--- config.mk ---
export PLATFORM = sky130hd
export DESIGN_NAME = spi_burst_top
export DESIGN_NICKNAME = d
export VERILOG_FILES = /design/src/rtl/spi_burst_pkg.sv /design/src/rtl/spi_burst_ctrl.sv /design/src/rtl/spi_bit_timer.sv /design/src/rtl/spi_shift_engine.sv /design/src/rtl/spi_burst_buffer.sv /design/src/rtl/spi_burst_top.sv
export VERILOG_INCLUDE_DIRS = /design/src /design/src/rtl
export SDC_FILE = /design/constraint.sdc
export NUM_CORES = 1
export LEC_CHECK = 0
export ABC_AREA = 1
export BUFFER_PORTS_ARGS = -buffer_cell sky130_fd_sc_hd__buf_4
export CAP_MARGIN = 20
export CORE_MARGIN = 5
export CORE_UTILIZATION = 56
export DETAILED_ROUTE_END_ITERATION = 16
export PLACE_DENSITY = 0.9
export SYNTH_ARGS = -nofsm -noshare
export SYNTH_HDL_FRONTEND = slang
export SYNTH_SLANG_ARGS = --single-unit
--- constraint.sdc ---
create_clock -name clk -period 2.65 [get_ports clk]
set_input_delay 0.3975 -clock clk [delete_from_list [all_inputs] [get_ports clk]]
set_output_delay 0.3975 -clock clk [all_outputs]
set_load 0.05 [all_outputs]
--- src/rtl/spi_burst_defs.svh ---
// burst geometry is fixed at compile time; SPI_DATA_WIDTH must be at least 2
`ifndef SPI_BURST_DEFS_SVH
`define SPI_BURST_DEFS_SVH

// bits per SPI word, shifted MSB first
`define SPI_DATA_WIDTH 8

// words per burst, word 0 goes out first
`define SPI_BURST_SIZE 4

`endif

--- src/rtl/spi_burst_pkg.sv ---
// shared types for the SPI burst master; element 0 of a burst is the first word on the wire
`include "spi_burst_defs.svh"

package spi_burst_pkg;

    localparam int word_idx_w = (`SPI_BURST_SIZE > 1) ? $clog2(`SPI_BURST_SIZE) : 1;

    typedef logic [`SPI_DATA_WIDTH-1:0] word_t;
    typedef word_t [`SPI_BURST_SIZE-1:0] burst_t;
    typedef logic [word_idx_w-1:0] word_idx_t;

    typedef enum logic [1:0] {
        st_idle   = 2'd0,
        st_load   = 2'd1,
        st_shift  = 2'd2,
        st_finish = 2'd3
    } ctrl_state_e;

    typedef struct packed {
        logic rise;       // sclk goes high at the end of this cycle
        logic fall;       // sclk goes low at the end of this cycle
        logic word_last;  // bit 0 of the current word
        logic burst_last; // bit 0 of the last word
    } spi_tick_t;

    typedef struct packed {
        logic sclk;
        logic cs_n;
        logic mosi;
    } spi_pins_t;

endpackage

--- src/rtl/spi_burst_ctrl.sv ---
// burst FSM; burst_start is only honoured in idle, a start during a burst is dropped
`timescale 1ns/1ps

module spi_burst_ctrl (
    input  logic                      clk,
    input  logic                      rst_n,
    input  logic                      burst_start,
    input  spi_burst_pkg::spi_tick_t  tick,
    output logic                      start_load,
    output logic                      active,
    output logic                      finish,
    output logic                      busy
);

    spi_burst_pkg::ctrl_state_e state;
    spi_burst_pkg::ctrl_state_e state_nxt;
    logic busy_q;

    always_comb begin
        state_nxt = state;
        case (state)
            spi_burst_pkg::st_idle: begin
                if (burst_start) begin
                    state_nxt = spi_burst_pkg::st_load;
                end
            end
            spi_burst_pkg::st_load: begin
                state_nxt = spi_burst_pkg::st_shift;
            end
            spi_burst_pkg::st_shift: begin
                // wait for the closing fall so sclk is low before cs_n rises
                if (tick.fall && tick.burst_last) begin
                    state_nxt = spi_burst_pkg::st_finish;
                end
            end
            spi_burst_pkg::st_finish: begin
                state_nxt = spi_burst_pkg::st_idle;
            end
            default: begin
                state_nxt = spi_burst_pkg::st_idle;
            end
        endcase
    end

    // outputs decoded from the next state so they line up with the state itself
    always_ff @(posedge clk or negedge rst_n) begin
        if (!rst_n) begin
            state      <= spi_burst_pkg::st_idle;
            start_load <= 1'b0;
            finish     <= 1'b0;
            busy_q     <= 1'b0;
        end else begin
            state      <= state_nxt;
            start_load <= (state_nxt == spi_burst_pkg::st_load);
            finish     <= (state_nxt == spi_burst_pkg::st_finish);
            busy_q     <= (state_nxt == spi_burst_pkg::st_load) ||
                          (state_nxt == spi_burst_pkg::st_shift);
        end
    end

    assign active = busy_q;  // also drives cs_n
    assign busy   = busy_q;

endmodule

--- src/rtl/spi_bit_timer.sv ---
// sclk runs at clk/2, mode 0 only; ticks are qualified by active and start one cycle after start_load
`timescale 1ns/1ps

module spi_bit_timer (
    input  logic                      clk,
    input  logic                      rst_n,
    input  logic                      start_load,
    input  logic                      active,
    output spi_burst_pkg::spi_tick_t  tick,
    output spi_burst_pkg::word_idx_t  word_idx,
    output logic                      sclk
);

    localparam int data_w    = $bits(spi_burst_pkg::word_t);
    localparam int burst_n   = $bits(spi_burst_pkg::burst_t) / data_w;
    localparam int bit_cnt_w = (data_w > 1) ? $clog2(data_w) : 1;

    logic                     sclk_q;
    logic [bit_cnt_w-1:0]     bit_cnt;
    spi_burst_pkg::word_idx_t word_cnt;
    logic                     run;
    logic                     bit_last;
    logic                     word_final;

    assign run        = active & ~start_load;
    assign bit_last   = (bit_cnt == '0);
    assign word_final = (word_cnt == spi_burst_pkg::word_idx_t'(burst_n - 1));

    always_comb begin
        tick.rise       = run & ~sclk_q;
        tick.fall       = run & sclk_q;
        tick.word_last  = run & bit_last;
        tick.burst_last = run & bit_last & word_final;
    end

    always_ff @(posedge clk or negedge rst_n) begin
        if (!rst_n) begin
            sclk_q   <= 1'b0;
            bit_cnt  <= bit_cnt_w'(data_w - 1);
            word_cnt <= '0;
        end else if (start_load) begin
            sclk_q   <= 1'b0;
            bit_cnt  <= bit_cnt_w'(data_w - 1);
            word_cnt <= '0;
        end else if (run) begin
            sclk_q <= ~sclk_q;
            if (tick.fall) begin
                if (bit_last) begin
                    bit_cnt  <= bit_cnt_w'(data_w - 1);  // next word, MSB first
                    word_cnt <= word_cnt + 1'b1;
                end else begin
                    bit_cnt <= bit_cnt - 1'b1;
                end
            end
        end
    end

    assign sclk     = sclk_q & active;  // held low outside a burst
    assign word_idx = word_cnt;

endmodule

--- src/rtl/spi_shift_engine.sv ---
// MSB-first shifter; mosi changes on sclk falls, miso is sampled on rises, rx_word_valid trails by a cycle
`timescale 1ns/1ps

module spi_shift_engine (
    input  logic                      clk,
    input  logic                      rst_n,
    input  logic                      start_load,
    input  spi_burst_pkg::spi_tick_t  tick,
    input  spi_burst_pkg::word_t      tx_word,
    input  logic                      miso,
    output logic                      mosi,
    output spi_burst_pkg::word_t      rx_word,
    output logic                      rx_word_valid
);

    localparam int data_w = $bits(spi_burst_pkg::word_t);

    spi_burst_pkg::word_t tx_sr;
    spi_burst_pkg::word_t rx_sr;
    logic                 tx_reload;

    // first word at start, then the following word after each word's last fall
    assign tx_reload = start_load | (tick.fall & tick.word_last);

    always_ff @(posedge clk or negedge rst_n) begin
        if (!rst_n) begin
            tx_sr <= '0;  // keeps mosi defined before the first burst
        end else if (tx_reload) begin
            tx_sr <= tx_word;
        end else if (tick.fall) begin
            tx_sr <= {tx_sr[data_w-2:0], 1'b0};
        end
    end

    always_ff @(posedge clk) begin
        if (tick.rise) begin
            rx_sr <= {rx_sr[data_w-2:0], miso};
        end
    end

    // high once the last bit is in rx_sr
    always_ff @(posedge clk or negedge rst_n) begin
        if (!rst_n) begin
            rx_word_valid <= 1'b0;
        end else begin
            rx_word_valid <= tick.rise & tick.word_last;
        end
    end

    assign mosi    = tx_sr[data_w-1];
    assign rx_word = rx_sr;

endmodule

--- src/rtl/spi_burst_buffer.sv ---
// tx_data is sampled once per burst; rx_data is written at the clock edge that ends the burst_done cycle
`timescale 1ns/1ps

module spi_burst_buffer (
    input  logic                      clk,
    input  logic                      rst_n,
    input  logic                      start_load,
    input  spi_burst_pkg::burst_t     tx_data,
    input  spi_burst_pkg::word_idx_t  word_idx,
    input  spi_burst_pkg::word_t      rx_word,
    input  logic                      rx_word_valid,
    input  logic                      finish,
    output spi_burst_pkg::word_t      tx_word,
    output spi_burst_pkg::burst_t     rx_data
);

    localparam int burst_n = $bits(spi_burst_pkg::burst_t) / $bits(spi_burst_pkg::word_t);

    spi_burst_pkg::burst_t    tx_buf;
    spi_burst_pkg::burst_t    rx_stage;
    spi_burst_pkg::word_idx_t next_idx;
    logic                     idx_final;

    assign idx_final = (word_idx == spi_burst_pkg::word_idx_t'(burst_n - 1));
    assign next_idx  = idx_final ? '0 : word_idx + 1'b1;  // wraps for non power of 2 sizes

    // tx_buf is not loaded yet while start_load is high, so word 0 comes straight from the port
    assign tx_word = start_load ? tx_data[0] : tx_buf[next_idx];

    always_ff @(posedge clk) begin
        if (start_load) begin
            tx_buf <= tx_data;
        end
    end

    always_ff @(posedge clk) begin
        if (rx_word_valid) begin
            rx_stage[word_idx] <= rx_word;
        end
    end

    // rx_data holds the previous burst until finish
    always_ff @(posedge clk or negedge rst_n) begin
        if (!rst_n) begin
            rx_data <= '0;
        end else if (finish) begin
            rx_data <= rx_stage;
        end
    end

endmodule

--- src/rtl/spi_burst_top.sv ---
// SPI mode 0 burst master, one chip select, fixed burst length, no back-pressure on either side
`timescale 1ns/1ps

module spi_burst_top (
    input  logic                      clk,
    input  logic                      rst_n,
    input  logic                      burst_start,
    input  spi_burst_pkg::burst_t     tx_data,
    input  logic                      miso,
    output spi_burst_pkg::burst_t     rx_data,
    output logic                      burst_done,
    output logic                      busy,
    output spi_burst_pkg::spi_pins_t  spi
);

    logic                      start_load;
    logic                      active;
    logic                      finish;
    spi_burst_pkg::spi_tick_t  tick;
    spi_burst_pkg::word_idx_t  word_idx;
    spi_burst_pkg::word_t      tx_word;
    spi_burst_pkg::word_t      rx_word;
    logic                      rx_word_valid;
    logic                      sclk;
    logic                      mosi;

    spi_burst_ctrl u_ctrl (
        .clk         (clk),
        .rst_n       (rst_n),
        .burst_start (burst_start),
        .tick        (tick),
        .start_load  (start_load),
        .active      (active),
        .finish      (finish),
        .busy        (busy)
    );

    spi_bit_timer u_timer (
        .clk        (clk),
        .rst_n      (rst_n),
        .start_load (start_load),
        .active     (active),
        .tick       (tick),
        .word_idx   (word_idx),
        .sclk       (sclk)
    );

    spi_shift_engine u_shift (
        .clk           (clk),
        .rst_n         (rst_n),
        .start_load    (start_load),
        .tick          (tick),
        .tx_word       (tx_word),
        .miso          (miso),
        .mosi          (mosi),
        .rx_word       (rx_word),
        .rx_word_valid (rx_word_valid)
    );

    spi_burst_buffer u_buffer (
        .clk           (clk),
        .rst_n         (rst_n),
        .start_load    (start_load),
        .tx_data       (tx_data),
        .word_idx      (word_idx),
        .rx_word       (rx_word),
        .rx_word_valid (rx_word_valid),
        .finish        (finish),
        .tx_word       (tx_word),
        .rx_data       (rx_data)
    );

    assign burst_done = finish;
    assign spi = '{sclk: sclk, cs_n: ~active, mosi: mosi};  // cs_n low for the whole burst

endmodule

[Yosys cells after proc, flatten, opt, wreduce, memory -nomap -nowiden]
Cells that the tools add are included.
Word-level totals
  register bits after elaboration: 124
  bits in latches: 0
  bits in writable memories: 0
  bits in read-only memories: 0
  input port bits: 36
  output and inout bits: 37
  memories kept: 0
Operators by class
  $add $sub $neg: 2
  $mul: 0
  div/mod/pow operators: 0
  magnitude comparators: 3
  eq/ne operators: 7
  shift-type cells: 0
  muxes and demuxes: 22
  bitwise gates (word level): 12
  reductions and logical operators: 11
Operators by type and width (count)
  two-way mux 8 bit: 5
  bitwise mux 32 bit: 1
  binary-select mux 8 bit (select 2 bit): 1
  demux 8 bit (select 2 bit): 1
  two-way mux 2 bit: 7
  two-way mux 3 bit: 4
  equality test 2 bit, second input constant: 5
  bitwise AND 1 bit: 8
  one-hot mux 2 bit (4 select lines): 1
  nonzero test 2 bit: 4
  < comparator 2 x 3 -> 1 bit, second input constant: 2
  equality test 2 x 1 -> 1 bit, second input constant: 2
  zero test 3 bit: 1
  NOT 1 bit: 3
  AND reduction 3 bit: 1
  subtractor 3 x 1 -> 3 bit, second input constant: 1
  adder 2 x 1 -> 2 bit, second input constant: 1
  >= comparator 2 x 1 -> 1 bit, second input constant: 1
  logical AND 1 bit: 2
  zero test 2 bit: 1
  two-way mux 1 bit: 2
  AND reduction 2 bit: 1
  logical OR 1 bit: 1
  OR 1 bit: 1

[Longest topological paths before layout]
  depth after elaboration: 9
  gate-level depth with buffers: 9
  mapped depth without buffers: 9

[Cells and area by module]
A second synthesis with hierarchy kept.
Unflattened totals
  cells, all modules: 420
  area total of the unflattened synthesis: 5084.9 um2
By module, submodules not included
  spi_burst_buffer: times used 1, cells each 267, area each 3714.8 um2, sequential area each 2722.6 um2
  spi_shift_engine: times used 1, cells each 78, area each 749.5 um2, sequential area each 465.4 um2
  spi_bit_timer: times used 1, cells each 46, area each 351.6 um2, sequential area each 153.9 um2
  spi_burst_ctrl: times used 1, cells each 26, area each 250.2 um2, sequential area each 125.1 um2
  spi_burst_top: times used 1, cells each 3, area each 18.8 um2, sequential area each 0.0 um2

[Least setup slack after synthesis]
OpenSTA, ideal clock, no wires.
  path type: register -> register
  start point: register u_ctrl.busy_q, in the netlist u_ctrl.active
  end point: register u_shift.rx_sr[0], in the netlist u_shift.rx_word[0], enable pin
  data arrival time: 1704 ps
  data required time: 2267 ps
  slack: 562 ps
  cell stages (with the launch flop): 3
  path buffers: 0
  period minus slack after synthesis: 2088 ps
  cell sequence: dfrtp_1 > inv_1 > nor3_1
RTL lines
  start: declaration: RTL line spi_burst_ctrl.sv:17  | logic busy_q;
  start signal: assignment: RTL line spi_burst_ctrl.sv:56  | busy_q <= (state_nxt == spi_burst_pkg::st_load) ||
  end signal: assignment: RTL line spi_shift_engine.sv:37  | rx_sr <= {rx_sr[data_w-2:0], miso};
  end: declaration: RTL line spi_shift_engine.sv:19  | spi_burst_pkg::word_t rx_sr;

[Worst setup path after layout]
  start point: register u_ctrl.finish
  end point: output burst_done
RTL lines
  start: declaration: RTL line spi_burst_ctrl.sv:11  | output logic finish,
  start signal: assignment: RTL line spi_burst_ctrl.sv:55  | finish <= (state_nxt == spi_burst_pkg::st_finish);
  end: declaration: RTL line spi_burst_top.sv:11  | output logic burst_done,
No word-level cell between the ends.

==> results.cfg <==
[run_status]
status = finished clean

[timing]
holdWs_ns = 0.0564
tns_ns = 0
tightestPinTransition_ns = 0.707
timing.final.crit_share_pct = 76.5
fin_crit_ns = 2.03
slew_headroom_pct = 52.9
grt_setup_unrepaired = false
final-max-slew-violation-count = 0
fmax_mhz = 493
setup_viol = 0
finClkSkew_ns = 0.00598
finalHoldViolations = 0

[worst_setup_path]
cpLargestDelayFamily = flip-flops
crit_path_cell_trace = buf_4
cp_max_fo = 16
worstPathBufferInverterCount = 1
critPathKind = reg -> out
worstSetupStartpointType = flop
arrival_ns = 1.63
worstPathRequired_ns = 2.25
cp_slowest_cell = dfrtp_1
cpPeakStageDelay_ns = 0.79
end_kind = output port

[power]
p_int_mw = 3.33
p_clk_share_pct = 50.0
pwr-share-seq_pct = 48.6
cellPowerDensity_nw_per_um2 = 710
peakVddDrop_uv = 637
p_leak_nw = 2.71
sw_frac_of_total_pct = 20.6
combPwrFrac_pct = 1.4
p_sw_mw = 0.866

[logic_synthesis]
synth_top_area_cell = edfxtp_1
synth-edff-count = 72
synth_cells = 333
synth.area.top_cells = edfxtp_1 46%, dfrtp_1 26%, mux2_2 7.1%, nand2_1 4.0%, nand3_1 2.8%
synth_simple_gate_area_share_pct = 8.93
synth_xor_area_share_pct = 0
synth.distinct_cells = 30
synth_seq_cells = 124
yosys.area.top_type_share_pct = 45.5
ys_top_cells_by_count = 72 x edfxtp_1, 51 x nand2_1, 49 x dfrtp_1
synthMuxAreaShare_pct = 7.59
avgSynthCellArea_sq_um = 14.3
syn_area_sq_um = 4750
synthAdderAreaFrac_pct = 2.63
synth_top_family_by_area = simple AND/OR/NAND/NOR gates
synthArstFlopShare_pct = 41.9
syn_nets = 379
ys_seq_area_share_pct = 73.0
yosysMostFrequentCell = edfxtp_1
synth_compound_area_share_pct = 3.08
ys_warn_count = 0
synthFlopType = edfxtp_1

[floorplan]
ioPinCount = 73
core_sq_um = 8260
die_width_microns = 102
die_area_sq_um = 10400
rows = 33
initial_core_util_pct = 57.5
die_h_microns = 102

[drt]
route.detailed.drc = 0
wl_microns = 9560
drt_first_pass_iters = 5
num_vias = 2853
routed_via_density = 5.35
drt_iter0_markers = 176
antenna_left = 0
wl_per_cell_microns = 17.9

[layout]
diodes = 0
nets = 461
drive_above_1_share_pct = 34.3
fillers = 528
utilization_pct = 71.5
syn_to_final_growth_pct = 24.4

[clocking]
cts.sinks = 124
clk_pin_slew_worst_paths_ns = 0.06
cts_tree = built
clk_path_buf_depth = 2
cts_buffers = 17
root_buffer = clkbuf_8
htree_levels = 4
cts-resized-gates = 0
clkLatencyLatePin_ns = 0.51

[grt]
antenna_found_initial = 0
grt_overflow = 0
grt.met1_usage_pct = 22.5
grt_use_met2_pct = 36.5
grt_use_met3_pct = 6.76
grt-busiest-layer = met2
grt_pass1_wl_microns = 15400
track_usage_pct = 20.2
grt_max_degree = 53
grt_pass1_vias = 3104

[min_path]
worst_hold_path_type = in -> reg

[job]
maxCapViolCount = 0

[placement]
dp_hpwl_microns = 6160
numPortBuffers = 72
gp_congestion = 0.780
==> metal layers <==
| layer | vias up | wire (microns) |
|---|---|---|
| met1 | 1408 | 3490 |
| met2 | 118 | 5320 |
| met5 | - | 0 |
| met3 | 11 | 636 |
| li1 | 1316 | - |
| met4 | 0 | 109 |
==> layout by cell type, fill, tap and decap left out, types with 3 or more instances in the layout <==
cell type and n:
a21oi_1 10, clkbuf_16 17, mux2_2 30, dfstp_2 3, ha_1 10, edfxtp_1 72, nand2_1 51, o21ai_1 3
clkinv_2 4, inv_6 3, buf_4 74, clkbuf_8 3, nor2_1 12, o22ai_1 4, dfrtp_1 49, inv_1 27
o21ai_0 8, nand3_1 27
==> what timing repair did <==
item	in CTS	in global routing
hold endpoints to repair	49	0
setup buffers	0	0
hold buffers	1	0
==> path summary, 6_finish.rpt <==
| path | slack, ns | endpoint | from | depth (start not counted) |
|---|---|---|---|---|
| worst min-delay path | 0.06 | u_buffer.tx_buf[11] | tx_data[11] | 1 |
| worst max register to register | 0.70 | u_shift.tx_sr[6] | u_timer.word_idx[0] | 7 |
| min in group asynchronous | 0.46 | u_buffer.rx_data[16] | rst_n | 2 |
| worst max-delay path | 0.62 | burst_done | u_ctrl.finish | 1 |
| worst min register to register | 0.48 | u_buffer.rx_data[23] | u_buffer.rx_stage[23] | 1 |
| max in group asynchronous | 1.73 | u_buffer.rx_data[9] | rst_n | 2 |
==> power groups by stage <==
stage	registers (mW)	logic (mW)	clock network, mW
finish	2.04	0.0583	2.10
global placement	2.08	0.0557	0
detailed placement	2.08	0.0585	0
CTS	2.04	0.0596	2.13
floorplan	2.08	0.0000271	0
global route	2.04	0.0649	2.22
==> area by class of cell <==
type                            count  area [sq um]  area share (%)
Sequential cell                   124          3470            58.7
Timing Repair Buffer               76           586            9.91
Inverter                           30           115            1.95
Tap cell                          105           131            2.22
Clock buffer                       20           467            7.90
Clock inverter                     12          85.1            1.44
Multi-Input combinational cell    166          1060            17.9
==> cell families (layout without fill, tap and decap cells) <==
kind of cell	Yosys count	in the layout
fa+ha+maj	10	10
buf+inv	43	138
mux	32	32
simple gates	97	97
flops	124	124
compound gates	27	27
==> state kept, by name, indices dropped and copies added (netlist names) <==
register	cells
u_buffer.tx_buf	32
u_buffer.rx_data	32
u_ctrl.start_load	1
u_shift.rx_word	8
u_shift.tx_sr	8
u_timer.bit_cnt	3
u_ctrl.finish	1
u_timer.word_idx	2
u_ctrl.active	1
u_timer.sclk_q	1
u_ctrl.state	2
u_buffer.rx_stage	32
u_shift.rx_word_valid	1
==> through the flow <==
step	area, sq um	power [mW]	std cells	worst slack, ns
finish	5910	4.20	533	0.623
global route	5910	4.33	533	0.543
CTS	5910	4.23	533	0.595
detailed placement	5350	2.14	500	0.723
global placement	5350	2.13	500	0.837
floorplan	4750	2.08	333	0.562
Power figures use the tool's default switching activity.
